File: src/hw/soc_pkg.sv
package soc_pkg;

   //////////////////////////////////////////////////
   // instruction set
   //////////////////////////////////////////////////

   // unlisted codes run as no-operation
   typedef enum logic [3:0] {
      LDI  = 4'h1,
      ADD  = 4'h2,
      XOR  = 4'h3,
      LD   = 4'h4,
      ST   = 4'h5,
      HALT = 4'hf
   } opcode_e;

   // same layout as the instruction word with op in the top nibble
   typedef struct packed {
      opcode_e    op;
      logic [1:0] rd;
      logic [1:0] rs;
      logic [7:0] imm;
   } decoded_t;

   //////////////////////////////////////////////////
   // buses
   //////////////////////////////////////////////////

   typedef struct packed {
      logic       valid;
      logic       we;
      logic [7:0] addr;
      logic [7:0] wdata;
   } bus_req_t;

   typedef struct packed {
      logic       ready;
      logic [7:0] rdata;
   } bus_resp_t;

   typedef struct packed {
      logic       valid;
      logic [7:0] addr;
   } ibus_req_t;

   typedef struct packed {
      logic        ready;
      logic [15:0] instr;
   } ibus_resp_t;

   // address map
   localparam int PERIPH_BIT = 7;
   localparam int IMEM_DEPTH = 256;
   localparam int DMEM_DEPTH = 128;

endpackage
File: src/hw/cpu_execute.sv
`timescale 1ns/1ps

module cpu_execute
   import soc_pkg::*;
(
   input  logic      clk,
   input  logic      rst_n,
   input  decoded_t  dec,
   input  logic      dec_valid,
   output logic      done,
   output bus_req_t  dbus_req,
   input  bus_resp_t dbus_resp,
   output logic      trap
);

   typedef enum logic [1:0] {
      S_READY,
      S_ACCESS,
      S_HALT
   } state_e;

   state_e     state;
   logic [7:0] regs [4];
   logic [7:0] rd_val;
   logic [7:0] rs_val;
   logic       is_mem;
   logic       wr_en;
   logic [7:0] wr_data;

   assign rd_val = regs[dec.rd];
   assign rs_val = regs[dec.rs];
   assign is_mem = (dec.op == LD) || (dec.op == ST);
   assign trap   = (state == S_HALT);

   // alu ops finish in the issue cycle and memory ops on ready
   always_comb begin
      done = 1'b0;
      if (state == S_READY && dec_valid) begin
         done = !is_mem && (dec.op != HALT);
      end else if (state == S_ACCESS) begin
         done = dbus_resp.ready;
      end
   end

   //////////////////////////////////////////////////
   // write-back
   //////////////////////////////////////////////////

   always_comb begin
      wr_en   = 1'b0;
      wr_data = rd_val;
      if (state == S_READY && dec_valid) begin
         case (dec.op)
            LDI: begin
               wr_en   = 1'b1;
               wr_data = dec.imm;
            end
            ADD: begin
               wr_en   = 1'b1;
               wr_data = rd_val + rs_val;
            end
            XOR: begin
               wr_en   = 1'b1;
               wr_data = rd_val ^ rs_val;
            end
            default: wr_en = 1'b0;
         endcase
      end else if (state == S_ACCESS && dbus_resp.ready && !dbus_req.we) begin
         wr_en   = 1'b1;
         wr_data = dbus_resp.rdata;
      end
   end

   always_ff @(posedge clk) begin
      if (!rst_n) begin
         for (int i = 0; i < 4; i++) begin
            regs[i] <= '0;
         end
      end else if (wr_en) begin
         regs[dec.rd] <= wr_data;
      end
   end

   //////////////////////////////////////////////////
   // data bus access and halt
   //////////////////////////////////////////////////

   always_ff @(posedge clk) begin
      if (!rst_n) begin
         state    <= S_READY;
         dbus_req <= '0;
      end else begin
         case (state)
            S_READY: begin
               if (dec_valid && is_mem) begin
                  dbus_req.valid <= 1'b1;
                  dbus_req.we    <= (dec.op == ST);
                  dbus_req.addr  <= dec.imm;
                  dbus_req.wdata <= rs_val;
                  state          <= S_ACCESS;
               end else if (dec_valid && dec.op == HALT) begin
                  state <= S_HALT;
               end
            end
            S_ACCESS: begin
               if (dbus_resp.ready) begin
                  dbus_req.valid <= 1'b0;
                  state          <= S_READY;
               end
            end
            // parked until the next reset
            S_HALT:  state <= S_HALT;
            default: state <= S_READY;
         endcase
      end
   end

   a_req_held: assert property (@(posedge clk) disable iff (!rst_n)
      dbus_req.valid && !dbus_resp.ready |=> $stable(dbus_req));

endmodule

File: config.mk
export PLATFORM = sky130hd
export DESIGN_NAME = cpu_execute
export DESIGN_NICKNAME = d
export VERILOG_FILES = /design/src/hw/soc_pkg.sv /design/src/hw/cpu_execute.sv
export SDC_FILE = /design/constraint.sdc
export NUM_CORES = 1
export LEC_CHECK = 0
export BUFFER_PORTS_ARGS = -buffer_cell sky130_fd_sc_hd__buf_2
export CELL_PAD_IN_SITES_DETAIL_PLACEMENT = 0
export CELL_PAD_IN_SITES_GLOBAL_PLACEMENT = 1
export CORE_UTILIZATION = 45
export DETAILED_ROUTE_END_ITERATION = 8
export PLACE_DENSITY_LB_ADDON = 0.1
export SLEW_MARGIN = 20
export SYNTH_ARGS = -nofsm -noshare
export SYNTH_HDL_FRONTEND = slang
export SYNTH_SLANG_ARGS = --single-unit
File: constraint.sdc
create_clock -name clk -period 4.05 [get_ports clk]
set_input_delay 0.405 -clock clk [delete_from_list [all_inputs] [get_ports clk]]
set_output_delay 0.405 -clock clk [all_outputs]
set_load 0.02 [all_outputs]
==> flow_summary.ini <==
[run_status]
status = complete, but fails checks
violations = design-rule violations

[routing]
dr.first_iter.drc_count = 174
antenna_left = 0
wirelength_um = 7920
viasPerCell = 5.91
num_vias = 2399
first_pass_iters = 7
drc = 6
wl_per_cell_um = 19.5

[power_and_ir_drop]
total_power_w = 0.00117
ir_drop_uv = 192
total_leakage_power_nw = 1.37
power_density_nw_per_um2 = 337

[clocking]
post-cts-setup-buffers = 0
cts_hold_buf = 0
cts.sinks = 52
cts_tree = done
cts_buffer_depth = 2
root_buffer = clkbuf_8
cts_buffers = 5
cts.reportedPaths.clkPinSlew_ns = 0.11
clk_latency_ns = 0.31
htreeDepth = 2
cts_resized = 0

[final_layout]
multi_input_area_um2 = 1620
seq_area_um2 = 1360
areaGrowthSynthToFinish_pct = 13.2
nNetsFinal = 364
finish.utilization_pct = 53.9
drive_above_1_share_pct = 22.8
diodes = 0
fill_cells = 585

[sta]
setup_viol = 0
period_minus_slack_ns = 2.90
fin_crit_sh_pct = 71.6
rsz0062_at_grt = no
hold_viol = 0
tns_ns = 0
max_freq_ghz = 0.345
maxSlewViolCount = 0
skew_ns = 0.00861
worst_slew_pin_slew_ns = 0.722
max-slew-margin-rel_pct = 51.7

[die]
die_w_um = 84.6
die-area_um2 = 7160
core_area_um2 = 6460
ioPinCount = 48
fp.dieH_um = 84.6
start_util_pct = 47.6
rows = 29

[worst_setup_path]
crit_fanout = 9
critical_path.startpoint_type = input pin
reg2reg_to = regs[2][5]$_SDFFCE_PN0P_
crit_type = input pin to flip-flop
reg2reg_from = regs[1][4]$_SDFFCE_PN0P_
crit_required_ns = 4.09
reg2reg_setup_slack_ns = 1.15
endpoint_kind = flip-flop
worst_r2r_path_depth = 7
cp.arrival_ns = 2.94

[logic_synthesis]
ys_warn_count = 0
syn_avg_cell_area_um2 = 10.7
yosys.area.top_type = edfxtp_1
syn_inst = 287
yosysUniqueCellTypes = 45
synth.top_cell.area_share_pct = 31.3
async_flop_share_pct = 0
yosysMostFrequentCell = nand2_1
ys_seq_area_share_pct = 44.3
syn-num-nets = 323
syn_area_um2 = 3070
synth_edf_count = 32
synthTopCellsByArea = edfxtp_1, dfxtp_1, mux4_2, mux4_1, nand2_1
ys_seq_elements = 52
synth_common_cells = nand2_1, edfxtp_1, a21boi_0
synthFlopType = edfxtp_1

[global_routing]
grt_first_pass_wirelength_um = 12700
track_usage_pct = 23.4
grt_pass1_vias = 2336
grt_overflow_total = 0
antenna_found_initial = 0
grt_max_degree = 34

[hold_path]
worstHoldPathType = input pin to flip-flop
whs_endpoint = dbus_req[12]$_SDFFE_PN0P_
hold_depth = 3
hold_path.startpoint = dec[4]

[place]
io_buffers = 47
hpwl_um = 5730
place.gp.congestion = 0.775

[job]
maxCapViolCount = 0
[cells by family after synthesis]
kind of cell / count (synthesis) / synth area share (%)
simple gates: 111 / 17.8
flops: 52 / 44.3
buf+inv: 21 / 2.93
fa+ha+maj: 8 / 3.50
xor+xnor: 1 / 0.285
mux: 20 / 13.9
compound gates: 74 / 17.3
[routing by layer]
metal	vias up	track usage [%]	part of all wire (%)
li1	1163	-	-
met1	1153	30.4	43
met2	81	42.1	50
met3	2	3.24	6.7
met4	0	4.16	0.37
met5	-	0	0
[per-stage QoR]
step                cell area, um2  std cells  setup WS [ns]  hold WS (ns)
detailed placement            3360        398          0.815         0.453
CTS                           3480        406           1.14         0.350
floorplan                     3070        287          0.969         0.475
finish                        3480        406           1.15         0.356
global route                  3480        406          0.917         0.383
global placement              3360        398          0.792         0.447
[placed cells by master (no fill, tap or decap), drive strengths merged, types with 8 or more instances in the layout]
cell type | netlist | final
nand2 | 49 | 49
nor2 | 20 | 20
buf | 5 | 51
edfxtp | 32 | 32
dfxtp | 20 | 20
mux4 | 16 | 16
a21boi | 21 | 21
o21ai | 8 | 8
a21oi | 14 | 14
[worst max-delay path by stage]
stage                             startpoint                  endpoint  slack, ns  cells past startpoint
floorplan                            dec[10]  regs[0][5]$_SDFFCE_PN0P_       0.97                      9
global placement                      dec[8]  regs[0][5]$_SDFFCE_PN0P_       0.79                      7
detailed placement                    dec[8]  regs[2][5]$_SDFFCE_PN0P_       0.81                      7
CTS                                   dec[8]  regs[2][5]$_SDFFCE_PN0P_       1.14                      8
global route        regs[1][2]$_SDFFCE_PN0P_  regs[2][5]$_SDFFCE_PN0P_       0.92                      7
finish                                dec[8]  regs[2][5]$_SDFFCE_PN0P_       1.15                      8
[sequential cells by signal, indices dropped and copies added, names as in the netlist]
name	cells
dbus_req	18
state	2
regs	32
[power breakdown]
group          leakage (nW)  switching, W  internal [W]
Sequential            0.492    0.00000897      0.000578
Combinational         0.821      0.000120     0.0000849
Clock                0.0607      0.000191      0.000191
[layout make-up]
| cell class | instances | area share (%) |
|---|---|---|
| inverters | 4 | 0.432 |
| clock inverters | 3 | 1.44 |
| flip-flops and latches | 52 | 39.1 |
| multi-input cells | 214 | 46.6 |
| repair buffers | 51 | 7.63 |
| well taps | 77 | 2.77 |
| clock buffers | 5 | 1.98 |
[worst max-delay path, stage by stage]
cell	delay, ns
buf_2	0.24
mux4_1	0.64
ha_1	0.49
nor2_1	0.08
mux2_2	0.26
a21o_1	0.17
o311ai_1	0.54
nor2_1	0.11
No activity file was read; power rests on OpenSTA's default activity.
