File: config.mk
export PLATFORM = sky130hd
export DESIGN_NAME = bus_split
export DESIGN_NICKNAME = d
export VERILOG_FILES = /design/src/hw/soc_pkg.sv /design/src/hw/bus_split.sv
export SDC_FILE = /design/constraint.sdc
export NUM_CORES = 1
export LEC_CHECK = 0
export ABC_AREA = 1
export BUFFER_PORTS_ARGS = -buffer_cell sky130_fd_sc_hd__buf_4
export CAP_MARGIN = 10
export CORE_MARGIN = 2
export CORE_UTILIZATION = 25
export DETAILED_ROUTE_END_ITERATION = 12
export GPL_TIMING_DRIVEN = 0
export PLACE_DENSITY = 0.9
export SLEW_MARGIN = 20
export SYNTH_ARGS = -nofsm -noshare
export SYNTH_HDL_FRONTEND = slang
export SYNTH_SLANG_ARGS = --single-unit
File: constraint.sdc
create_clock -name vclk -period 0.8
set_input_delay 0.12 -clock vclk [all_inputs]
set_output_delay 0.12 -clock vclk [all_outputs]
set_load 0.02 [all_outputs]
File: src/hw/soc_pkg.sv
package soc_pkg;

   //////////////////////////////////////////////////
   // instruction set
   //////////////////////////////////////////////////

   // unlisted codes run as no-operation
   typedef enum logic [3:0] {
      LDI  = 4'h1,
      ADD  = 4'h2,
      XOR  = 4'h3,
      LD   = 4'h4,
      ST   = 4'h5,
      HALT = 4'hf
   } opcode_e;

   // same layout as the instruction word with op in the top nibble
   typedef struct packed {
      opcode_e    op;
      logic [1:0] rd;
      logic [1:0] rs;
      logic [7:0] imm;
   } decoded_t;

   //////////////////////////////////////////////////
   // buses
   //////////////////////////////////////////////////

   typedef struct packed {
      logic       valid;
      logic       we;
      logic [7:0] addr;
      logic [7:0] wdata;
   } bus_req_t;

   typedef struct packed {
      logic       ready;
      logic [7:0] rdata;
   } bus_resp_t;

   typedef struct packed {
      logic       valid;
      logic [7:0] addr;
   } ibus_req_t;

   typedef struct packed {
      logic        ready;
      logic [15:0] instr;
   } ibus_resp_t;

   // address map
   localparam int PERIPH_BIT = 7;
   localparam int IMEM_DEPTH = 256;
   localparam int DMEM_DEPTH = 128;

endpackage
File: src/hw/bus_split.sv
`timescale 1ns/1ps

module bus_split
   import soc_pkg::*;
(
   input  bus_req_t  m_req,
   output bus_resp_t m_resp,
   output bus_req_t  mem_req,
   output bus_req_t  uart_req,
   input  bus_resp_t mem_resp,
   input  bus_resp_t uart_resp
);

   logic sel_uart;

   // upper half of the data space belongs to the transmitter
   assign sel_uart = m_req.addr[PERIPH_BIT];

   always_comb begin
      mem_req        = m_req;
      mem_req.valid  = m_req.valid && !sel_uart;
      uart_req       = m_req;
      uart_req.valid = m_req.valid && sel_uart;
      m_resp         = sel_uart ? uart_resp : mem_resp;
   end

endmodule

==> run_results.csv, run 1 <==
group,metric,value,unit
setup_path,cp-startpoint,"m_req[15]",
sta,slew_headroom,0.942,
global_routing,grt_pass1_vias,525,
synth,synth_cell_types,6,
sta,finalMaxSlewViolations,0,
die,die_x,43.3,um
route,drtIter0Drc,6,
pwr,p_leak,0.599,nW
finish,layout_common_cells,"98 x buf_4, 27 x nand2_1, 2 x inv_1",
placed_design,portBuffers,65,
global_routing,grt_pass1_wl,2060,um
finish,clock_buffers,0,
finish,nFillCells,134,
route,drt.antenna.violating_nets,0,
die,ios,81,
sta,fmax,1330,MHz
route,wl_per_cell,9.48,um
finish,layout_commonest_cell,"buf_4",
setup_path,cp-start-kind,"input port",
hold_path,hold_depth,2,
finish,post-route-util,0.634,
route,firstDrtPassIters,4,
sta,setup_violations,0,
sta,period_minus_slack,0.753,ns
setup_path,worstPathRequired,0.68,ns
clocking,ctsHoldBuffers,0,
placed_design,post-place-cells,148,
setup_path,worstPathArrival,0.63,ns
synth,synth_area,387,um2
synth,ys_seq_area_frac,0,
placed_design,detailed_place_hpwl,1270,um
pwr,power.density,700,nW/um2
hold_path,hold_path_end,"mem_req[9]",
die,core-area,1470,um2
die,fp.dieArea,1880,um2
setup_path,cp_max_fo,6,
setup_path,path_cells,"buf_6 > buf_8 > nand2_1 > nand2_1 > buf_4",
setup_path,endpoint_kind,"primary output",
finish,layout.cells.non_filler,149,
sta,post-route-period-util,0.942,
finish,drive_gt1_frac,0.774,
global_routing,grtUsageTotal,0.135,
finish,seq_cells,0,
synth,ys_warn_count,0,
outcome,status,"complete, no violations",
placed_design,gp_congestion,0.665,
sta,hold_violations,0,
finish,diodes,0,
global_routing,grt_max_degree,11,
setup_path,critical-path-max-stage-delay,0.15,ns
setup_path,critPathSlowestCell,"buf_4",
pwr,vdd_drop_max,0.349,mV
route,via_per_inst,3.90,
route,wirelength,1410,um
sta,tightest_slew,0.0874,ns
global_routing,antenna_found_initial,0,
finish,nNetsFinal,171,
synth,synthCells,67,
global_routing,gr-total-overflow,0,
die,die_y,43.3,um
sta,rsz0062_at_grt,"no",
synth,synth_fp_nets,103,
hold_path,worstHoldPathType,"input port to primary output",
finish,areaGrowthSynthToFinish,141,%
die,initial_core_util,0.263,
finish,register_area,0,um2
setup_path,path_class,"input port to primary output",
die,row_count,14,
route,drc,0,
synth,postSynthAreaPerCell,5.77,um2
setup_path,crit_path_frequent_cell,"nand2_1",
flow_run,maxCapViolCount,0,
route,num_vias,581,
hold_path,min-delay-start,"m_req[9]",
==> cell families after synthesis <==
logic type / Yosys count / synth area share
simple gates: 29 / 0.282
buf+inv: 38 / 0.718
==> power by group <==
part | switching, mW | internal [mW]
clock | 0 | 0
sequential | 0 | 0
combinational | 0.293 | 0.360
==> routing by layer <==
metal / up-vias / GRT usage / wire (um) / share of wire
met3: 0 / 0.0255 / 159 / 0.11
li1: 295 / - / - / -
met5: - / 0 / 0 / 0
met4: 0 / 0.00606 / 0 / 0
met2: 40 / 0.293 / 831 / 0.59
met1: 246 / 0.132 / 421 / 0.30
==> worst max-delay path by stage <==
stage,to,slack (ns),cells after the start
after floorplan,mem_req[17],0.15,2
after global placement,m_resp[1],0.05,5
after detailed placement,m_resp[7],-0.003,5
after CTS,m_resp[1],0.006,5
after global routing,mem_req[17],0.02,4
final,m_resp[1],0.05,5
==> layout make-up <==
cell class / count / area, um2 / share of cell area
plain buffers: 35 / 270 / 0.290
repair buffers: 66 / 517 / 0.554
well taps: 16 / 20.0 / 0.0215
inverters: 3 / 13.8 / 0.0148
multi-input cells: 29 / 111 / 0.119
==> cell usage after synthesis <==
| cell type | instances | area [um2] |
|---|---|---|
| buf_4 | 34 | 255 |
| buf_6 | 1 | 11.3 |
| inv_1 | 2 | 7.51 |
| inv_2 | 1 | 3.75 |
| nand2_1 | 28 | 105 |
| nor2_1 | 1 | 3.75 |
==> through the flow <==
stage                     hold slack [ns]  setup TNS, ns  setup slack (ns)  area [um2]  power [mW]
final                               0.437              0            0.0467         932       0.653
after detailed placement            0.438       -0.00296          -0.00296         895       0.637
after CTS                           0.438              0           0.00557         897       0.639
after floorplan                     0.353              0             0.147         387       0.354
after global placement              0.437              0            0.0458         895       0.623
after global routing                0.441              0            0.0183         932       0.690
==> critical path: cells and delay by family <==
kind,cells,cell delay [ns]
buf+inv,3,0.39
simple gates,2,0.12
==> what timing repair did <==
item	4_1_cts	5_1_grt
setup buffers	0	0
endpoints found under the hold margin	0	0
gates resized for setup	1	3
endpoints found under the setup margin	1	5
gates cloned	0	1
Note: power is estimated with default switching activity, not from simulation.
==> run 2: changes to the inputs <==
- ABC_AREA: 1 -> unset
- CORE_UTILIZATION: 25 -> 27
- PLACE_DENSITY: 0.9 -> 0.93
==> run 2 against run 1 <==
Compared with the run above: the run now ends with setup timing left; critical path depth is 1 lower; die area is 0.74% lower; routed wire length is 3.3% lower; sequential cell count stayed put; utilization is 5.6 points higher; area after synthesis is 7.1% higher; combinational power is 10% higher; global-route usage is 0.72 points lower; hold slack better by 0.00083 ns; worst setup slack worse by 0.16 ns; critical endpoint is now m_resp[8].
==> run_results.csv, run 2 <==
group,metric,value,unit
placed_design,portBuffers,65,
finish,stdcell_area,1010,um2
synth,synth_common_cells,"34 x buf_4, 8 x mux2_4",
sta,period_minus_slack,0.914,ns
synth,ys_seq_area_frac,0,
pwr,p_leak,0.597,nW
finish,seq_cells,0,
global_routing,grt_max_degree,6,
setup_path,critical-path-max-stage-delay,0.30,ns
global_routing,grt_pass1_wl,1930,um
finish,register_area,0,um2
finish,drive_gt1_frac,1.00,
finish,nFillCells,118,
synth,ys_warn_count,0,
outcome,violations,"setup timing",
placed_design,detailed_place_hpwl,1240,um
sta,fmax,1090,MHz
setup_path,cp-start-kind,"input port",
placed_design,placed_area,922,um2
synth,synth_area_leaders,"buf_4 62%, mux2_4 29%, buf_6 2.7%",
die,fp.dieArea,1860,um2
setup_path,cp_max_fo,5,
sta,setup_violations,8,
route,num_vias,519,
flow_run,maxCapViolCount,0,
setup_path,critPathSlowestCell,"mux2_4",
finish,layout_common_cells,"88 x buf_4, 11 x buf_6, 8 x mux2_4",
die,core-area,1470,um2
route,via_per_inst,4.02,
synth,synth_fp_nets,82,
setup_path,worstPathRequired,0.68,ns
setup_path,cp-startpoint,"m_req[15]",
sta,hold-worst-slack,0.438,ns
placed_design,post-place-cells,127,
synth,synth_cell_types,6,
die,die_x,43.2,um
finish,clock_buffers,0,
setup_path,crit_family,"buffers and inverters",
setup_path,worstPathArrival,0.79,ns
placed_design,gp_congestion,0.693,
outcome,status,"complete, but fails checks",
sta,tightest_slew,0.0667,ns
sta,slew_headroom,0.956,
pwr,power.density,708,nW/um2
global_routing,grt_pass1_vias,505,
setup_path,path_class,"input port to primary output",
synth,synth_area,414,um2
global_routing,grtUsageTotal,0.128,
synth,synth.top_cell.area_share,0.616,
route,drt.antenna.violating_nets,0,
sta,hold_violations,0,
sta,rsz0062_at_grt,"yes",
sta,fin_ws,-0.114,ns
route,firstDrtPassIters,1,
global_routing,antenna_found_initial,0,
pwr,power.total,718,uW
finish,layout.cells.non_filler,129,
setup_path,path_depth,4,
route,wl_per_cell,10.6,um
sta,finalMaxSlewViolations,0,
synth,postSynthAreaPerCell,9.00,um2
route,drc,0,
synth,synthCells,46,
global_routing,gr-total-overflow,0,
setup_path,worstSetupEndpoint,"m_resp[8]",
hold_path,min-delay-start,"m_req[14]",
setup_path,path_buf_inv,3,
hold_path,worstHoldPathType,"input port to primary output",
finish,layout_commonest_cell,"buf_4",
setup_path,endpoint_kind,"primary output",
pwr,vdd_drop_max,0.357,mV
finish,diodes,0,
synth,synth.most_common_cell,"buf_4",
die,row_count,14,
setup_path,path_cells,"buf_12 > buf_8 > mux2_4 > buf_6",
route,wirelength,1370,um
die,ios,81,
route,drtIter0Drc,0,
synth,yosys.area.top_type,"buf_4",
sta,post-route-period-util,1.14,
placed_design,pre_cts_slack,-0.178,ns
die,die_y,43.2,um
finish,areaGrowthSynthToFinish,145,%
finish,nNetsFinal,151,
die,initial_core_util,0.281,
-- run 2: changes by cell type after synthesis, sizes merged --
cell / change
nand2: -28
mux2: +9
inv: -3
and2: +1
and2b: +1
nor2: -1
-- run 2: metrics by stage --
stage | utilization | setup TNS [ns]
after floorplan | - | 0
after detailed placement | 0.627 | -1.53
after global routing | 0.690 | -0.925
after CTS | 0.685 | -0.847
final | 0.690 | -0.830
after global placement | 0.627 | -1.49
-- run 2: kinds of logic (layout without fill, tap and decap cells) --
kind of cell / Yosys count / count (layout) / synth area share
AND/OR/NAND/NOR: 2 / 2 / 0.0393
buffers and inverters: 35 / 102 / 0.643
multiplexers: 9 / 9 / 0.317
-- run 2: area by class of cell --
cell class / count / area, um2 / area share
timing repair buffer: 67 / 577 / 0.568
buffer: 35 / 270 / 0.266
multi-input combinational: 11 / 148 / 0.146
tap: 16 / 20.0 / 0.0197
-- run 2: timing repair --
action	4_1_cts	5_1_grt
pin swaps	0	0
gates resized for setup	14	2
buffers inserted	1	0
hold buffers	0	0
setup endpoints to repair	11	11
gates cloned	1	0
hold endpoints to repair	0	0
-- run 2: worst min path at each step --
stage / end / slack (ns) / cells after the start
finish: uart_req[14] / 0.44 / 2
detailed placement: uart_req[11] / 0.44 / 2
global placement: uart_req[5] / 0.44 / 2
global route: mem_req[13] / 0.44 / 2
CTS: uart_req[5] / 0.44 / 2
floorplan: mem_req[0] / 0.35 / 1
-- run 2: layer usage --
| layer | routed length [um] | vias up | track usage |
|---|---|---|---|
| met4 | 0 | 0 | 0 |
| met5 | 0 | - | 0 |
| li1 | - | 247 | - |
| met3 | 223 | 0 | 0.0383 |
| met2 | 783 | 48 | 0.272 |
| met1 | 360 | 224 | 0.122 |
-- run 2: power breakdown --
group | switching (mW) | internal [mW]
registers | 0 | 0
logic | 0.287 | 0.431
clock network | 0 | 0
