`config.mk`:
```
export PLATFORM = sky130hd
export DESIGN_NAME = cpu_decode
export DESIGN_NICKNAME = d
export VERILOG_FILES = /design/src/hw/soc_pkg.sv /design/src/hw/cpu_decode.sv
export SDC_FILE = /design/constraint.sdc
export NUM_CORES = 1
export LEC_CHECK = 0
export BUFFER_PORTS_ARGS = -buffer_cell sky130_fd_sc_hd__buf_2
export CAP_MARGIN = 20
export CORE_MARGIN = 2
export CORE_UTILIZATION = 30
export CTS_BUF_LIST = sky130_fd_sc_hd__clkbuf_4 sky130_fd_sc_hd__clkbuf_8
export DETAILED_ROUTE_END_ITERATION = 10
export GPL_TIMING_DRIVEN = 1
export HOLD_SLACK_MARGIN = 0.12
export MAX_ROUTING_LAYER = met4
export PLACE_DENSITY_LB_ADDON = 0.15
export SLEW_MARGIN = 15
export SYNTH_ARGS = -nofsm -noshare
export SYNTH_HDL_FRONTEND = slang
export SYNTH_SLANG_ARGS = --single-unit
```
`constraint.sdc`:
```
create_clock -name clk -period 3.3 [get_ports clk]
set_input_delay 0.165 -clock clk [delete_from_list [all_inputs] [get_ports clk]]
set_output_delay 0.165 -clock clk [all_outputs]
set_load 0.03 [all_outputs]
```
`src/hw/soc_pkg.sv`:
```
package soc_pkg;

   //////////////////////////////////////////////////
   // instruction set
   //////////////////////////////////////////////////

   // unlisted codes run as no-operation
   typedef enum logic [3:0] {
      LDI  = 4'h1,
      ADD  = 4'h2,
      XOR  = 4'h3,
      LD   = 4'h4,
      ST   = 4'h5,
      HALT = 4'hf
   } opcode_e;

   // same layout as the instruction word with op in the top nibble
   typedef struct packed {
      opcode_e    op;
      logic [1:0] rd;
      logic [1:0] rs;
      logic [7:0] imm;
   } decoded_t;

   //////////////////////////////////////////////////
   // buses
   //////////////////////////////////////////////////

   typedef struct packed {
      logic       valid;
      logic       we;
      logic [7:0] addr;
      logic [7:0] wdata;
   } bus_req_t;

   typedef struct packed {
      logic       ready;
      logic [7:0] rdata;
   } bus_resp_t;

   typedef struct packed {
      logic       valid;
      logic [7:0] addr;
   } ibus_req_t;

   typedef struct packed {
      logic        ready;
      logic [15:0] instr;
   } ibus_resp_t;

   // address map
   localparam int PERIPH_BIT = 7;
   localparam int IMEM_DEPTH = 256;
   localparam int DMEM_DEPTH = 128;

endpackage
```
`src/hw/cpu_decode.sv`:
```
`timescale 1ns/1ps

module cpu_decode
   import soc_pkg::*;
(
   input  logic       clk,
   input  logic       rst_n,
   output ibus_req_t  ibus_req,
   input  ibus_resp_t ibus_resp,
   output decoded_t   dec,
   output logic       dec_valid,
   input  logic       done
);

   typedef enum logic [1:0] {
      S_IDLE,
      S_FETCH,
      S_WAIT,
      S_EXEC
   } state_e;

   state_e     state;
   logic [7:0] pc;

   // a single fetch in flight and the word held until execute is done
   assign ibus_req.valid = (state == S_FETCH);
   assign ibus_req.addr  = pc;
   assign dec_valid      = (state == S_EXEC);

   always_ff @(posedge clk) begin
      if (!rst_n) begin
         state <= S_IDLE;
         pc    <= '0;
      end else begin
         case (state)
            S_IDLE:  state <= S_FETCH;
            S_FETCH: state <= S_WAIT;
            S_WAIT: begin
               if (ibus_resp.ready) begin
                  state <= S_EXEC;
               end
            end
            S_EXEC: begin
               if (done) begin
                  pc    <= pc + 8'd1;
                  state <= S_FETCH;
               end
            end
            default: state <= S_IDLE;
         endcase
      end
   end

   // slice the fetched word straight into the decoded fields
   always_ff @(posedge clk) begin
      if (state == S_WAIT && ibus_resp.ready) begin
         dec <= decoded_t'(ibus_resp.instr);
      end
   end

   // a pending word never sees the answer of a second fetch
   a_no_fetch_pending: assert property (@(posedge clk) disable iff (!rst_n)
      dec_valid |-> !ibus_resp.ready);

   // execute only finishes what decode handed over
   a_done_has_instr: assert property (@(posedge clk) disable iff (!rst_n)
      done |-> dec_valid);

endmodule

```
==> run metrics, run 1 <==
Placer Congestion 0.772; worst setup slack after layout 1.72 ns; clk buf depth 2; Primary FF master, synth edfxtp_1; via density per instance 4.39; final hold viol count 0; routed length per instance 11.4 um; startpoint type of the worst setup path flop; Crit Reg-Reg Endpoint pc[7]; Synth top cells by count edfxtp_1 (16), dfxtp_1 (10), a21oi_1 (8); FF/Latch Area 681 um^2; FF-to-FF path depth 4; FILL cells 302; Seq/Total Area, Yosys 70.0%; setup_tns 0 ns; H-tree levels 1; worst relative slew slack 53.5%; Final nets 162; status finished clean; # resized after CTS 0; synthesized area 972 um^2; number of max-cap violations 0; EDFF count, synth 16; CTS buffer count 3; RSZ-0062 raised after global routing no; Clock Sinks 26; count leader, synth edfxtp_1; die area 3710 um^2; die width 60.9 um; hold_sp done; DP HPWL 1.43 mm; I/O Buffers 45; synth top area cells edfxtp_1 (49%), dfxtp_1 (21%), ha_1 (6.4%); largest net degree at the start of global routing 17; wl on met1 813 um; Overall Global Routing Usage 13.0%; Residual DRC 0; hold endpoint pc[1]; P&R area growth vs syn 50.7%; Worst-Margin Slew 0.697 ns; area share of the largest cell type after synthesis 49.4%; CP delay by family, top simple AND/OR/NAND/NOR gates; R2R Setup Slk 1.72 ns; Worst-Skew Late Latency 0.32 ns; Yosys reg bits 26; Hold Crit Class in -> reg; Clock transition at path regs 0.14 ns; IO Count 46; CP Data Required Time 3.56 ns; Multi-input gate area 273 um^2; cells along the critical path ha_1 > nand4_1 > or4_1 > a21oi_1; critical path's largest stage delay 0.45 ns; Total Wirelength 2.05 mm; synthesized netlist cell count 71; Pleak 0.000613 uW; layout cell share with drive strength beyond 1 38.2%; first-pass GRT wire length 3.37 mm; largest area contributor in the netlist edfxtp_1; drt pass-1 iters 4; final worst path period share 47.9%; asr flop ratio synth 0%; max-slew violations 0; kind of critical path reg -> reg; Initial Utilization 31.6%; dpl ws 1.75 ns; grt ovf 0; routed vias 790; Synth cell types 22; core area 3080 um^2; Max Used Layer met4; Worst path slowest cell or4_1; Pwr Density 532 nW/um^2; Final setup viols 0; Fmax 633 MHz; Yosys warning total 0; initial antenna violation count 0; RR Startpoint state[0]; Worst Setup End Kind flop; syn_nets 96; CP Data Arrival Time 1.83 ns; maximum fanout along the worst path 6; post-layout util 47.6%; vias in the first global route 792; WL met2 1.09 mm; root buf cell clkbuf_4; CP Buf/Inv Count 0; Worst Hold Depth 3; ANT cells 0; Peak supply drop 0.000261 V; Die Ht 60.9 um; Tmin final 1.58 ns; Met3 Wirelength 114 um; violation count after the first detailed-routing iteration 4; final antenna-violating net count 0; skew final 0.00312 ns; Mapped Avg Cell Area 13.7 um^2; std cell rows 20; CTS tree built
[worst max path at each step]
stage,start,endpoint,slack [ns],cells past startpoint
after floorplan,state[0],pc[3],1.66,4
after global placement,state[0],pc[3],1.83,4
after detailed placement,state[0],pc[3],1.75,4
after CTS,state[0],pc[7],1.72,4
after global routing,state[0],pc[7],1.56,4
final,state[0],pc[7],1.72,4
[layout by cell type, fill, tap and decap left out]
cell type	count
dfxtp_1	10
nand4_1	1
clkbuf_4	3
or3_1	2
dlygate4sd3_1	16
a311oi_1	2
a21oi_1	8
nor2_1	2
ha_1	5
o21ai_0	4
or4_1	1
xnor2_1	1
edfxtp_1	16
xor2_1	1
nand3_1	3
or3_2	2
inv_1	4
nand2b_1	1
and2_1	1
clkinv_1	1
o31ai_1	1
bufinv_16	1
buf_2	45
nand2_1	3
nand4_2	1
or2b_1	1
[metrics by stage]
stage / cells / instance area, um^2 / hold slack (ns) / total power [uW]
after floorplan: 71 / 972 / 0.264 / 512
after CTS: 180 / 1470 / 0.132 / 786
after global placement: 160 / 1250 / 0.343 / 554
after global routing: 180 / 1470 / 0.156 / 819
final: 180 / 1470 / 0.141 / 779
after detailed placement: 160 / 1250 / 0.343 / 558
[worst reg2reg max path, cell delays in order, from the launching register on]
cell and delay, ns:
dfxtp_1 0.43, ha_1 0.28, nand4_1 0.22, or4_1 0.45, a21oi_1 0.15
[sequential cells by signal, indices dropped and copies added (netlist names)]
| name | count |
|---|---|
| dec | 16 |
| state | 2 |
| pc | 8 |
[cell families after synthesis]
group | Yosys count | synth area share, %
adder cells (fa/ha/maj) | 5 | 6.44
buffers and inverters | 5 | 1.93
XOR/XNOR | 2 | 1.80
flip-flops | 26 | 70.0
AND/OR/NAND/NOR | 18 | 11.1
AO/OA/AOI/OAI | 15 | 8.75
[power breakdown]
part / internal [uW] / total (uW) / switching [uW]
clock network: 123 / 217 / 94.1
registers: 382 / 399 / 17.5
logic: 57.7 / 163 / 106
[final cells by class]
class,instances,share of cell area [%]
inverters,5,1.28
repair buffers,61,26.3
clock inverters,1,2.05
flip-flops and latches,26,46.5
clock buffers,3,1.54
well taps,44,3.76
multi-input cells,40,18.6
[repair_timing]
item | 4_1_cts | 5_1_grt
buffers inserted | 0 | 0
endpoints found under the hold margin | 16 | 0
hold buffers | 16 | 0
[per-layer routing]
layer	GRT usage, %	vias up
met4	5.59	0
met1	14.4	374
li1	-	391
met3	2.99	2
met2	22.1	23
met5	-	-
No activity file was read; power rests on OpenSTA's default activity.
==> run 2: changes to the inputs <==
- clock period: 3.3 -> 1.5 ns (I/O delays scaled with it)
==> run metrics, run 2 (synthesis gave the netlist of run 1 again) <==
std cell rows 20 (unchanged); Tmin final 1.43 ns (was 1.58 ns); Worst Setup End Kind flop (unchanged); Worst-Margin Slew 0.358 ns (was 0.697 ns); maximum fanout along the worst path 4 (was 6); Final nets 170 (was 162); worst relative slew slack 76.2% (was 53.5%); routed vias 828 (was 790); sw power 488 uW (was 217 uW); most frequent cells in the layout buf_2 (45), dlygate4sd3_1 (18), edfxtp_1 (16) (was buf_2 (45), edfxtp_1 (16), dlygate4sd3_1 (16)); startpoint type of the worst setup path flop (unchanged); initial antenna violation count 0 (unchanged); status finished clean (unchanged); Placer Congestion 0.666 (was 0.772); combinational group share of total power 26.3% (was 21.0%); Initial Utilization 31.6% (unchanged); max-slew violations 0 (unchanged); root buf cell clkbuf_4 (unchanged); Pleak 0.000641 uW (was 0.000613 uW); die width 60.9 um (unchanged); grt ovf 0 (unchanged); H-tree levels 1 (unchanged); skew final 0.00270 ns (was 0.00312 ns); CTS buffer count 3 (unchanged); core area 3080 um^2 (unchanged); Residual DRC 0 (unchanged); via density per instance 4.40 (was 4.39); vias in the first global route 730 (was 792); RSZ-0062 raised after global routing yes (was no); Fmax 700 MHz (was 633 MHz); dpl ws 0.00677 ns (was 1.75 ns); die area 3710 um^2 (unchanged); layout cell share with drive strength beyond 1 43.1% (was 38.2%); ANT cells 0 (unchanged); FF/Latch Area 686 um^2 (was 681 um^2); Multi-input gate area 287 um^2 (was 273 um^2); Placed Area 1300 um^2 (was 1250 um^2); worst setup slack after layout 0.0717 ns (was 1.72 ns); register share of total power 54.4% (was 51.2%); Overall Global Routing Usage 12.2% (was 13.0%); setup_tns 0 ns (unchanged); final hold viol count 0 (unchanged); FILL cells 305 (was 302); clk buf depth 2 (unchanged); DP HPWL 1.45 mm (was 1.43 mm); CTS tree built (unchanged); Clock Sinks 26 (unchanged); final antenna-violating net count 0 (unchanged); Worst-Skew Late Latency 0.31 ns (was 0.32 ns); CP Data Required Time 1.75 ns (was 3.56 ns); commonest non-fill, non-tap cell in the layout buf_2 (unchanged); Reg with most FFs dec (unchanged); clock power share 19.3% (was 27.8%); Total Wirelength 2.04 mm (was 2.05 mm); Hold Crit Class in -> reg (unchanged); P&R area growth vs syn 57.0% (was 50.7%); violation count after the first detailed-routing iteration 8 (was 4); Peak supply drop 0.000501 V (was 0.000261 V); largest net degree at the start of global routing 17 (unchanged); Final setup viols 0 (unchanged); sw frac 29.8% (was 27.9%); final worst path period share 95.2% (was 47.9%); Pwr Density 1070 nW/um^2 (was 532 nW/um^2); IO Count 46 (unchanged); I/O Buffers 45 (unchanged); first-pass GRT wire length 3.13 mm (was 3.37 mm); kind of critical path reg -> reg (unchanged); internal cell power 1150 uW (was 562 uW); Die Ht 60.9 um (unchanged); drt pass-1 iters 4 (unchanged); Clock transition at path regs 0.13 ns (was 0.14 ns); biggest registers after layout dec x16, pc x8, state x2 (unchanged); max reg flops 16 (unchanged); number of max-cap violations 0 (unchanged); CP Data Arrival Time 1.68 ns (was 1.83 ns); routed length per instance 10.8 um (was 11.4 um); Final Cell Area 1530 um^2 (was 1470 um^2)
==> run 2: cell types whose count changed in the layout (fill, tap and decap cells not counted) <==
cell	delta
dfxtp_1	-2
dlygate4sd3_1	+2
dfxtp_2	+1
bufinv_16	-1
ha_4	+1
and2_2	+1
clkbuf_4	+1
ha_1	-1
and2_1	-1
dfxtp_4	+1
buf_4	+6
==> run 2: power groups by stage <==
stage	clock [uW]	combinational, uW	sequential, uW
2_1_floorplan	0	159	984
3_3_place_gp	0	397	878
3_5_place_dp	0	404	881
4_1_cts	333	445	864
5_1_grt	352	473	899
6_report	316	430	890
==> run 2: path summary, 6_finish.rpt <==
path	from	end	slack, ns	cells after the start
max	state[1]	pc[7]	0.07	4
min	ibus_resp[16]	state[1]	0.16	3
max reg2reg	state[1]	pc[7]	0.07	4
min reg2reg	pc[1]	pc[1]	0.50	2
==> run 2: what timing repair did <==
item                                    CTS  global route
setup buffers                             0             3
pin swaps                                 0             4
gates resized for setup                   1             3
hold buffers                             18             0
endpoints found under the setup margin   16             2
endpoints found under the hold margin    22             0
==> run 2: per-layer routing <==
metal  GRT usage, %  share of wire, %  vias to the layer above
met1           14.6                43                      387
li1               -                 -                      412
met2           19.8                50                       25
met3          0.853               4.8                        4
met4           7.45               2.0                        0
met5              -                 0                        -
==> run 2: worst max-delay path, cell delays in order (launching register included) <==
cell and delay [ns]:
dfxtp_4 0.40, ha_4 0.14, nand4_1 0.16, or4_1 0.53, a21oi_1 0.13
==> run 2: final cells by class <==
class / count / share of cell area (%)
sequential: 26 / 44.9
timing repair buffer: 69 / 29.5
multi-input combinational: 40 / 18.8
tap: 44 / 3.61
clock buffer: 4 / 1.97
inverter: 5 / 1.23
==> run 2: through the flow <==
stage / util [%] / std cells / power (uW) / hold WS [ns]
global placement: 42.3 / 165 / 1280 / 0.253
detailed placement: 42.3 / 165 / 1290 / 0.253
finish: 49.6 / 188 / 1640 / 0.164
floorplan: - / 71 / 1140 / 0.174
CTS: 49.2 / 187 / 1640 / 0.148
global route: 49.6 / 188 / 1720 / 0.170
