## config.mk

```make
export PLATFORM = sky130hd
export DESIGN_NAME = uart_tx
export DESIGN_NICKNAME = d
export VERILOG_FILES = /design/src/hw/soc_pkg.sv /design/src/hw/uart_tx.sv
export SDC_FILE = /design/constraint.sdc
export NUM_CORES = 1
export LEC_CHECK = 0
export ABC_AREA = 0
export BUFFER_PORTS_ARGS = -buffer_cell sky130_fd_sc_hd__buf_2
export CAP_MARGIN = 20
export CORE_MARGIN = 4
export CORE_UTILIZATION = 53
export CTS_BUF_LIST = sky130_fd_sc_hd__clkbuf_8
export CTS_CLUSTER_DIAMETER = 150
export DETAILED_ROUTE_END_ITERATION = 7
export GPL_ROUTABILITY_DRIVEN = 0
export PLACE_DENSITY_LB_ADDON = 0.15
export SLEW_MARGIN = 20
export SYNTH_ARGS = -nofsm -noshare
export SYNTH_HDL_FRONTEND = slang
export SYNTH_SLANG_ARGS = --single-unit
```

## constraint.sdc

```tcl
create_clock -name clk -period 2.2 [get_ports clk]
set_input_delay 0.22 -clock clk [delete_from_list [all_inputs] [get_ports clk]]
set_output_delay 0.22 -clock clk [all_outputs]
set_load 0.02 [all_outputs]
```

## src/hw/soc_pkg.sv

```systemverilog
package soc_pkg;

   //////////////////////////////////////////////////
   // instruction set
   //////////////////////////////////////////////////

   // unlisted codes run as no-operation
   typedef enum logic [3:0] {
      LDI  = 4'h1,
      ADD  = 4'h2,
      XOR  = 4'h3,
      LD   = 4'h4,
      ST   = 4'h5,
      HALT = 4'hf
   } opcode_e;

   // same layout as the instruction word with op in the top nibble
   typedef struct packed {
      opcode_e    op;
      logic [1:0] rd;
      logic [1:0] rs;
      logic [7:0] imm;
   } decoded_t;

   //////////////////////////////////////////////////
   // buses
   //////////////////////////////////////////////////

   typedef struct packed {
      logic       valid;
      logic       we;
      logic [7:0] addr;
      logic [7:0] wdata;
   } bus_req_t;

   typedef struct packed {
      logic       ready;
      logic [7:0] rdata;
   } bus_resp_t;

   typedef struct packed {
      logic       valid;
      logic [7:0] addr;
   } ibus_req_t;

   typedef struct packed {
      logic        ready;
      logic [15:0] instr;
   } ibus_resp_t;

   // address map
   localparam int PERIPH_BIT = 7;
   localparam int IMEM_DEPTH = 256;
   localparam int DMEM_DEPTH = 128;

endpackage
```

## src/hw/uart_tx.sv

```systemverilog
`timescale 1ns/1ps

module uart_tx
   import soc_pkg::*;
#(
   parameter int BAUD_DIV = 4
) (
   input  logic      clk,
   input  logic      rst_n,
   input  bus_req_t  req,
   output bus_resp_t resp,
   output logic      txd
);

   localparam int DIV_W = (BAUD_DIV > 1) ? $clog2(BAUD_DIV) : 1;

   typedef enum logic {
      S_IDLE,
      S_SEND
   } state_e;

   state_e           state;
   logic [9:0]       frame;
   logic [3:0]       bit_cnt;
   logic [DIV_W-1:0] baud_cnt;
   logic             start;
   logic             bit_end;

   // busy for the whole frame and reads see zero
   assign resp.ready = (state == S_IDLE);
   assign resp.rdata = '0;
   assign start      = req.valid && req.we && (state == S_IDLE);
   assign bit_end    = (state == S_SEND) && (baud_cnt == DIV_W'(BAUD_DIV - 1));
   assign txd        = (state == S_SEND) ? frame[0] : 1'b1;

   always_ff @(posedge clk) begin
      if (!rst_n) begin
         state    <= S_IDLE;
         bit_cnt  <= '0;
         baud_cnt <= '0;
      end else if (start) begin
         state    <= S_SEND;
         bit_cnt  <= '0;
         baud_cnt <= '0;
      end else if (bit_end) begin
         baud_cnt <= '0;
         // start bit, eight data bits and the stop bit
         if (bit_cnt == 4'd9) begin
            state <= S_IDLE;
         end else begin
            bit_cnt <= bit_cnt + 4'd1;
         end
      end else if (state == S_SEND) begin
         baud_cnt <= baud_cnt + 1'b1;
      end
   end

   // lsb first with the stop bit shifting in from the top
   always_ff @(posedge clk) begin
      if (start) begin
         frame <= {1'b1, req.wdata, 1'b0};
      end else if (bit_end) begin
         frame <= {1'b1, frame[9:1]};
      end
   end

endmodule

```

==> metrics.txt, run 1 <==
number of setup buffers added after CTS=0; synth warn=0; Tot Pwr=approximately 600 uW; Pwr Density=698 nW/um^2; DRT Pass-1 Iters=4; crit path kind=flip-flop to flip-flop; cts repair resizes=0; Max Freq=approximately 0.68 GHz; Antenna Violating Nets Remaining=0; htree depth=1; dpl hpwl=just over 1 mm; CP Max Fanout=10; vias in the first global route=476; FF-to-FF setup slack=around 0.74 ns; Critical Path Start Type=flip-flop; DRT Wirelength=~1.4 mm; Clock Pin Slew Worst Setup and Hold Paths=around 0.060 ns; drt drc=0; reg-to-reg endpoint=bit_cnt[1]; Mapped Area=~800 sq um; Final Hold Fails=0; gr usage total=between 10% and 20%; met3 usage in global routing=under 10%; grt met2 use=22.5%; critical path required time=about 2.4 ns; run status=complete, no violations; Initial Util=58.9%; initial antenna violation count=0; starting DRC count in detailed routing=9; CP endpoint kind=flip-flop; IO Pins=30; Hold Crit Class=input port to flip-flop; Seq/Total Area, Yosys=approximately 50%; final clock skew=around 0.006 ns; Cell variety after synth=22; most frequent cells in the layout=buf_2 (13), nand2_1 (8), conb_1 (8), dfxtp_1 (8), edfxtp_1 (8); Worst R2R Path Depth=4; Mapped Avg Cell Area=approximately 11 sq um; Post-Synthesis Cells=75; Synth area leader=edfxtp_1; vias per inst=between 5 and 6; Hold Path Depth=3; Final nets=between 100 and 150; dpl ws=0.733 ns; I/O Buffers=13; Hold Crit Start=rst_n; clk root buf=clkbuf_8; share of cells above drive strength 1=20.5%; chip height=about 47 um; pin count of the biggest net entering global routing=11; period utilisation layout=approximately 66%; fin crit period=1.46 ns; Synth Register Bits=16; RSZ-0062 raised after global routing=false; synth top area cells=edfxtp_1 (30%), dfxtp_1 (20%), buf_4 (10%); commonest non-fill, non-tap cell in the layout=buf_2; area delta synth->final=9.12%; maxcap violations=0; Ant. Diodes=0; met1 Usage GRT=about a fifth; PnR worst setup slack=approximately 0.74 ns; CTS sink count=16; grt ovf=0; FP Rows=13; die area=roughly 2200 sq um; worst skew pair latency=0.25 ns; CTS buffer count=3; Yosys top cell area share=a little under a third; via count=around 560; first-pass GRT wire length=around 2.2 mm; Wirelength per Cell=between 10 and 15 um; CTS tree=done; TNS Setup=0 ns; Die X=about 47 um; Min Hold Slack=approximately 0.23 ns; LEAKAGE=0.000363 uW; Critical Path AT=between 1.5 and 2 ns; Post-CTS Hold Buffers=0; Final Max Slew Viols=0; reg2reg start=baud_cnt[0]; grt peak-use layer=met2; Worst VDD drop=479 uV; CTS Buffer Depth=2; core box area=approximately 1400 sq um; setup violators final=0; Hold Path Sink=state
-- state kept, by name, summed over array words and instances (netlist names) --
signal / count
baud_cnt: 2
bit_cnt: 4
frame: 9
state: 1
-- final cells by class --
class                   count  area (sq um)
clock buffers               3          41.3
well taps                  15          18.8
flip-flops and latches     16           400
fillers                   126           482
clock inverters             1          3.75
repair buffers             13          65.1
inverters                   2          7.51
multi-input cells          53           332
-- worst max-delay path, cell delays in order (launching register included) --
cell	delay (ns)
dfxtp_1	0.36
ha_1	0.27
and2_1	0.39
a21oi_1	0.13
a311oi_2	0.24
-- routing by layer --
| metal | wire (um) | part of all wire (%) |
|---|---|---|
| met1 | 628 | 45 |
| met2 | 620 | 45 |
| met3 | 112 | 8.1 |
| met4 | 27 | 1.9 |
| met5 | 0 | 0 |
-- cells by family after synthesis --
kind of cell	after synthesis	synth area share (%)
adder cells (fa/ha/maj)	3	4.72
AO/OA/AOI/OAI	19	17.1
other	1	0.471
buffers and inverters	13	11.3
flip-flops	16	50.3
AND/OR/NAND/NOR	23	16.0
-- synth_stat cells, drive strengths merged --
cell	instances
a31oi	1
a21oi	6
and3b	2
nor2	1
and2	1
nand2b	1
or3	2
a211o	1
a22o	7
edfxtp	8
o21ai	3
nand3	3
nand3b	3
buf	11
ha	3
dfxtp	8
conb	1
a311oi	1
nor3b	1
nand2	9
inv	2
-- worst max-delay path by stage --
stage / start / endpoint / slack (ns) / cells after the start
floorplan: baud_cnt[0] / frame[1] / 0.87 / 4
global placement: baud_cnt[0] / bit_cnt[1] / 0.72 / 4
detailed placement: baud_cnt[0] / bit_cnt[1] / 0.73 / 4
CTS: baud_cnt[0] / bit_cnt[1] / 0.71 / 4
global route: baud_cnt[0] / bit_cnt[1] / 0.56 / 4
finish: baud_cnt[0] / bit_cnt[1] / 0.74 / 4
-- report_power, final --
| group | leakage (uW) | switching [uW] | internal (uW) |
|---|---|---|---|
| logic | 0.000197 | 34.2 | 17.9 |
| registers | 0.000139 | 6.35 | 324 |
| clock network | 0.0000269 | 99.6 | 124 |
-- per-stage QoR --
step / utilization [%] / instances / cell area, sq um
after floorplan: - / 82 / 822
after global placement: 61.0 / 99 / 823
after detailed placement: 61.0 / 99 / 823
after CTS: 64.3 / 103 / 868
after global routing: 64.3 / 103 / 868
final: 64.3 / 103 / 868
Power figures use the tool's default switching activity.
==> run 2, diff against run 1 <==
ABC_AREA = 1   (was 0)
CORE_UTILIZATION = 50   (was 53)
clock period = 1.46 ns   (was 2.2 ns; I/O delays follow)
==> metrics.txt, run 2 <==
chip height=49.4 um; Seq/Total Area, Yosys=between 40% and 50%; Pwr Density=slightly below 1000 nW/um^2; crit-path cells=ha_1 > nand2_8 > nand2_1; CTS sink count=16; Synth area leader=edfxtp_1; Die X=slightly below 50 um; LEAKAGE=roughly 0.0004 uW; most numerous cell in the Yosys netlist=nand2_1; period utilisation layout=~92%; reg2reg start=baud_cnt[0]; CTS buffer count=3; run status=complete, no violations; die area=between 2000 and 2500 sq um; Synth top cells by count=nand2_1 (15), buf_4 (8), dfxtp_1 (8), edfxtp_1 (8), inv_1 (7); Critical Path Slowest Stage Cell=dfxtp_1; clk root buf=clkbuf_8; Critical Path AT=between 1 and 1.5 ns; CP Max Fanout=9; FP Rows=14; Tot Pwr=905 uW; Hold Crit Class=input port to flip-flop; Antenna Violating Nets Remaining=0; DRT Wirelength=~1.3 mm; Post-Synthesis Cells=85; vias per inst=5.01; Final Max Slew Viols=0; worst skew pair latency=between 0.2 and 0.25 ns; setup violators final=0; Yosys top cell area share=between 20 and 30%; htree depth=1; Cell variety after synth=27; CP endpoint kind=flip-flop; Initial Util=55.1%; grt ovf=0; fin crit period=around 1.3 ns; first-pass GRT wire length=~2.3 mm; Max Freq=0.744 GHz; Final Util=between 50% and 60%; maxcap violations=0; Max stage delay on crit path=between 0.3 and 0.4 ns; Final Hold Fails=0; pin count of the biggest net entering global routing=17; Worst R2R Path Depth=3; number of setup buffers added after CTS=0; reg-to-reg endpoint=frame[1]; commonest non-fill, non-tap cell in the layout=nand2_1; synth warn=0; share of cells above drive strength 1=between 20 and 30%; drt drc=0; DRT Pass-1 Iters=4; layout filler cell count=roughly 140; Synth Register Bits=16; most frequent cells in the layout=nand2_1 (15), buf_2 (13), conb_1 (8), dfxtp_1 (8), edfxtp_1 (8); initial antenna violation count=0; cts repair resizes=0; Worst Setup EP=frame[1]; Clock Pin Slew Worst Setup and Hold Paths=0.06 ns; Mapped Avg Cell Area=10.1 sq um; asr flop ratio synth=0%; synth top area cells=edfxtp_1 (28%), dfxtp_1 (19%), buf_4 (7.0%); Post-CTS Hold Buffers=0; Ant. Diodes=0; TNS Setup=0 ns; FF-to-FF setup slack=roughly 0.12 ns; starting DRC count in detailed routing=9; CTS tree=done; Worst VDD drop=roughly 640 uV; gr usage total=approximately 12%; RSZ-0062 raised after global routing=false; vias in the first global route=approximately 540; core box area=around 1600 sq um; max FFs per register=9; via count=between 500 and 600; CP startpoint=baud_cnt[0]; IO Pins=30; Critical Path Start Type=flip-flop; final clock skew=between 0.003 and 0.004 ns; CTS Buffer Depth=2; largest reg by FF count=frame; Synth Flop Type=edfxtp_1; dpl hpwl=1.03 mm; critical path required time=~1.4 ns; number of synthesized flops with an enable pin=8; Mapped Area=858 sq um; crit path kind=flip-flop to flip-flop; Final nets=between 100 and 150; area delta synth->final=8.45%; Top Registers=frame x9, bit_cnt x4, baud_cnt x2; I/O Buffers=13; Wirelength per Cell=between 10 and 15 um
==> run 2: cell types whose count changed after synthesis, sizes merged, moves of 2 or more <==
cell,change
nand3,+2
or3,-2
nor2,+6
inv,+7
and3b,-2
nand3b,-3
a21oi,-4
nand2,+7
nor3,+3
==> run 2: through the flow <==
stage / hold slack, ns / cells / setup slack, ns / area, sq um
after floorplan: 0.282 / 92 / 0.185 / 885
after global placement: 0.415 / 112 / 0.102 / 886
final: 0.165 / 116 / 0.116 / 931
after CTS: 0.160 / 116 / 0.0800 / 931
after global routing: 0.164 / 116 / 0.00265 / 931
after detailed placement: 0.416 / 112 / 0.0864 / 886
==> run 2: cells by family (layout without fill, tap and decap cells) <==
group / after synthesis / in the layout / synth area share (%)
other: 1 / 8 / 0.437
XOR/XNOR: 1 / 1 / 1.02
flip-flops: 16 / 16 / 46.6
adder cells (fa/ha/maj): 3 / 3 / 4.37
AND/OR/NAND/NOR: 31 / 31 / 18.9
AO/OA/AOI/OAI: 14 / 14 / 13.1
buffers and inverters: 19 / 27 / 15.5
==> run 2: power breakdown <==
part | switching [uW] | internal (uW)
combinational | 56.5 | 31.5
clock | 136 | 186
sequential | 9.72 | 486
==> run 2: cell type report <==
| class | count | area (sq um) | share of cell area [%] |
|---|---|---|---|
| clock buffer | 3 | 41.3 | 4.44 |
| clock inverter | 1 | 3.75 | 0.403 |
| inverter | 9 | 41.3 | 4.44 |
| multi-input combinational | 57 | 352 | 37.8 |
| sequential | 16 | 400 | 43.0 |
| tap | 16 | 20.0 | 2.15 |
| timing repair buffer | 14 | 72.6 | 7.80 |
==> run 2: metal layers <==
layer / vias up / routed length (um) / track usage (%)
met2: 10 / 650 / 21.2
met4: 0 / 17 / 6.91
met3: 2 / 71 / 3.06
met1: 264 / 590 / 13.5
met5: - / 0 / 0
li1: 305 / - / -
==> run 2: worst min path at each step <==
stage          endpoint   from  cells past startpoint
2_1_floorplan     state  rst_n                      2
6_report          state  rst_n                      3
5_1_grt           state  rst_n                      3
3_5_place_dp      state  rst_n                      3
4_1_cts           state  rst_n                      3
3_3_place_gp      state  rst_n                      3
==> run 2: worst max-delay path, delay by kind of cell (launching register included) <==
kind / cells / cell delay [ns]
adder cells (fa/ha/maj): 1 / 0.26
flip-flops: 1 / 0.34
AND/OR/NAND/NOR: 2 / 0.40
==> run 3, diff against run 2 <==
CELL_PAD_IN_SITES_DETAIL_PLACEMENT = 1   (was default)
CELL_PAD_IN_SITES_GLOBAL_PLACEMENT = 1   (was default)
CORE_MARGIN = 2   (was 4)
CORE_UTILIZATION = 38   (was 50)
==> metrics.txt, run 3 (same netlist as run 2, synthesis figures left out) <==
Clock Pin Slew Worst Setup and Hold Paths=0.06 ns; Max stage delay on crit path=0.60 ns; I/O Buffers=13; most frequent cells in the layout=nand2_1 (15), buf_2 (13), conb_1 (8), dfxtp_1 (8), edfxtp_1 (8); CTS tree=done; max FFs per register=9; CP endpoint kind=flip-flop; core box area=~2200 sq um; critical path required time=about 1.4 ns; reg-to-reg endpoint=frame[3]; Initial Util=about 40%; critical path's top delay family=flip-flops; share of cells above drive strength 1=between 20 and 30%; Critical Path Slowest Stage Cell=dfxtp_1; Critical Path Start Type=flip-flop; Final nets=between 100 and 150; grt ovf=0; Final Max Slew Viols=0; FP Rows=17; commonest non-fill, non-tap cell in the layout=nand2_1; Hold Crit Class=input port to flip-flop; drt drc=0; largest reg by FF count=frame; fin crit period=~1.3 ns; TNS Setup=0 ns; Ant. Diodes=0; vias per inst=4.64; Post-CTS Hold Buffers=0; number of setup buffers added after CTS=0; starting DRC count in detailed routing=0; Max Freq=0.775 GHz; pin count of the biggest net entering global routing=17; CTS sink count=16; layout filler cell count=270; Die X=roughly 52 um; Final Hold Fails=0; via count=about 590; LEAKAGE=around 0.00040 uW; Final Util=between 40% and 50%; FF-to-FF setup slack=0.17 ns; IO Pins=30; final clock skew=around 0.00083 ns; Worst Setup EP=frame[3]; worst skew pair latency=between 0.2 and 0.25 ns; Top Registers=frame x9, bit_cnt x4, baud_cnt x2; htree depth=1; dpl hpwl=between 1 and 1.5 mm; clk root buf=clkbuf_8; chip height=51.5 um; Antenna Violating Nets Remaining=0; cts repair resizes=0; RSZ-0062 raised after global routing=false; setup violators final=0; Wirelength per Cell=between 10 and 15 um; CP Buf/Inv Count=1; DRT Pass-1 Iters=1; DRT Wirelength=about 1.5 mm; area delta synth->final=11.7%; Critical Path AT=~1.3 ns; run status=complete, no violations; Worst path depth=3; Hold Crit Start=req[7]; crit-path cells=nand2_8 > nand2_1 > buf_12; CTS buffer count=3; reg2reg start=state; period utilisation layout=88.4%; CTS Buffer Depth=2; crit path kind=flip-flop to flip-flop; initial antenna violation count=0; maxcap violations=0; Pwr Density=961 nW/um^2; CP startpoint=state; Worst VDD drop=between 400 and 500 uV; CP Max Fanout=9; Worst R2R Path Depth=3; die area=around 2700 sq um; first-pass GRT wire length=about 2.6 mm; vias in the first global route=roughly 600; gr usage total=12.8%
## run 3: cell counts in the layout (fill, tap and decap cells not counted)
No cell type changed its count.
## run 3: report_power, final
part           total, uW  internal [uW]  switching [uW]
clock network        332            186             146
logic               91.6           35.1            56.5
registers            497            486            11.0
total                921            707             214
## run 3: metal layers
layer	vias to the layer above	global-route usage (%)	wire length [um]
met5	-	0	0
met4	0	3.95	11
met3	2	2.59	45
met2	7	23.1	741
met1	283	15.3	670
li1	302	-	-
## run 3: per-stage QoR
step / power (uW) / instance area [sq um] / hold WS (ns) / instances / setup slack, ns
after floorplan: 584 / 885 / 0.282 / 92 / 0.185
after global placement: 598 / 913 / 0.414 / 124 / 0.181
after detailed placement: 600 / 913 / 0.417 / 124 / 0.163
after CTS: 936 / 958 / 0.164 / 128 / 0.153
after global routing: 965 / 958 / 0.168 / 128 / 0.0972
final: 921 / 958 / 0.164 / 128 / 0.170
## run 3: worst register-to-register path: cells and delay by family, from the launching register on
family                 cells  cell delay, ns
AND/OR/NAND/NOR            2            0.27
flip-flops                 1            0.60
buffers and inverters      1            0.14
## run 3: area by class of cell
cell class,instances,area (sq um),area share (%)
Inverter,9,41.3,4.31
Timing Repair Buffer,14,85.1,8.88
Clock inverter,1,3.75,0.392
Clock buffer,3,41.3,4.31
Sequential cell,16,400,41.8
Multi-Input combinational cell,57,352,36.7
Tap cell,28,35.0,3.66
## run 3: worst min path at each step
stage / cells past startpoint / slack, ns / end
final: 3 / 0.16 / frame[8]
after floorplan: 2 / 0.28 / state
after CTS: 3 / 0.16 / frame[8]
after global placement: 3 / 0.41 / frame[8]
after global routing: 3 / 0.17 / frame[8]
after detailed placement: 3 / 0.42 / frame[8]
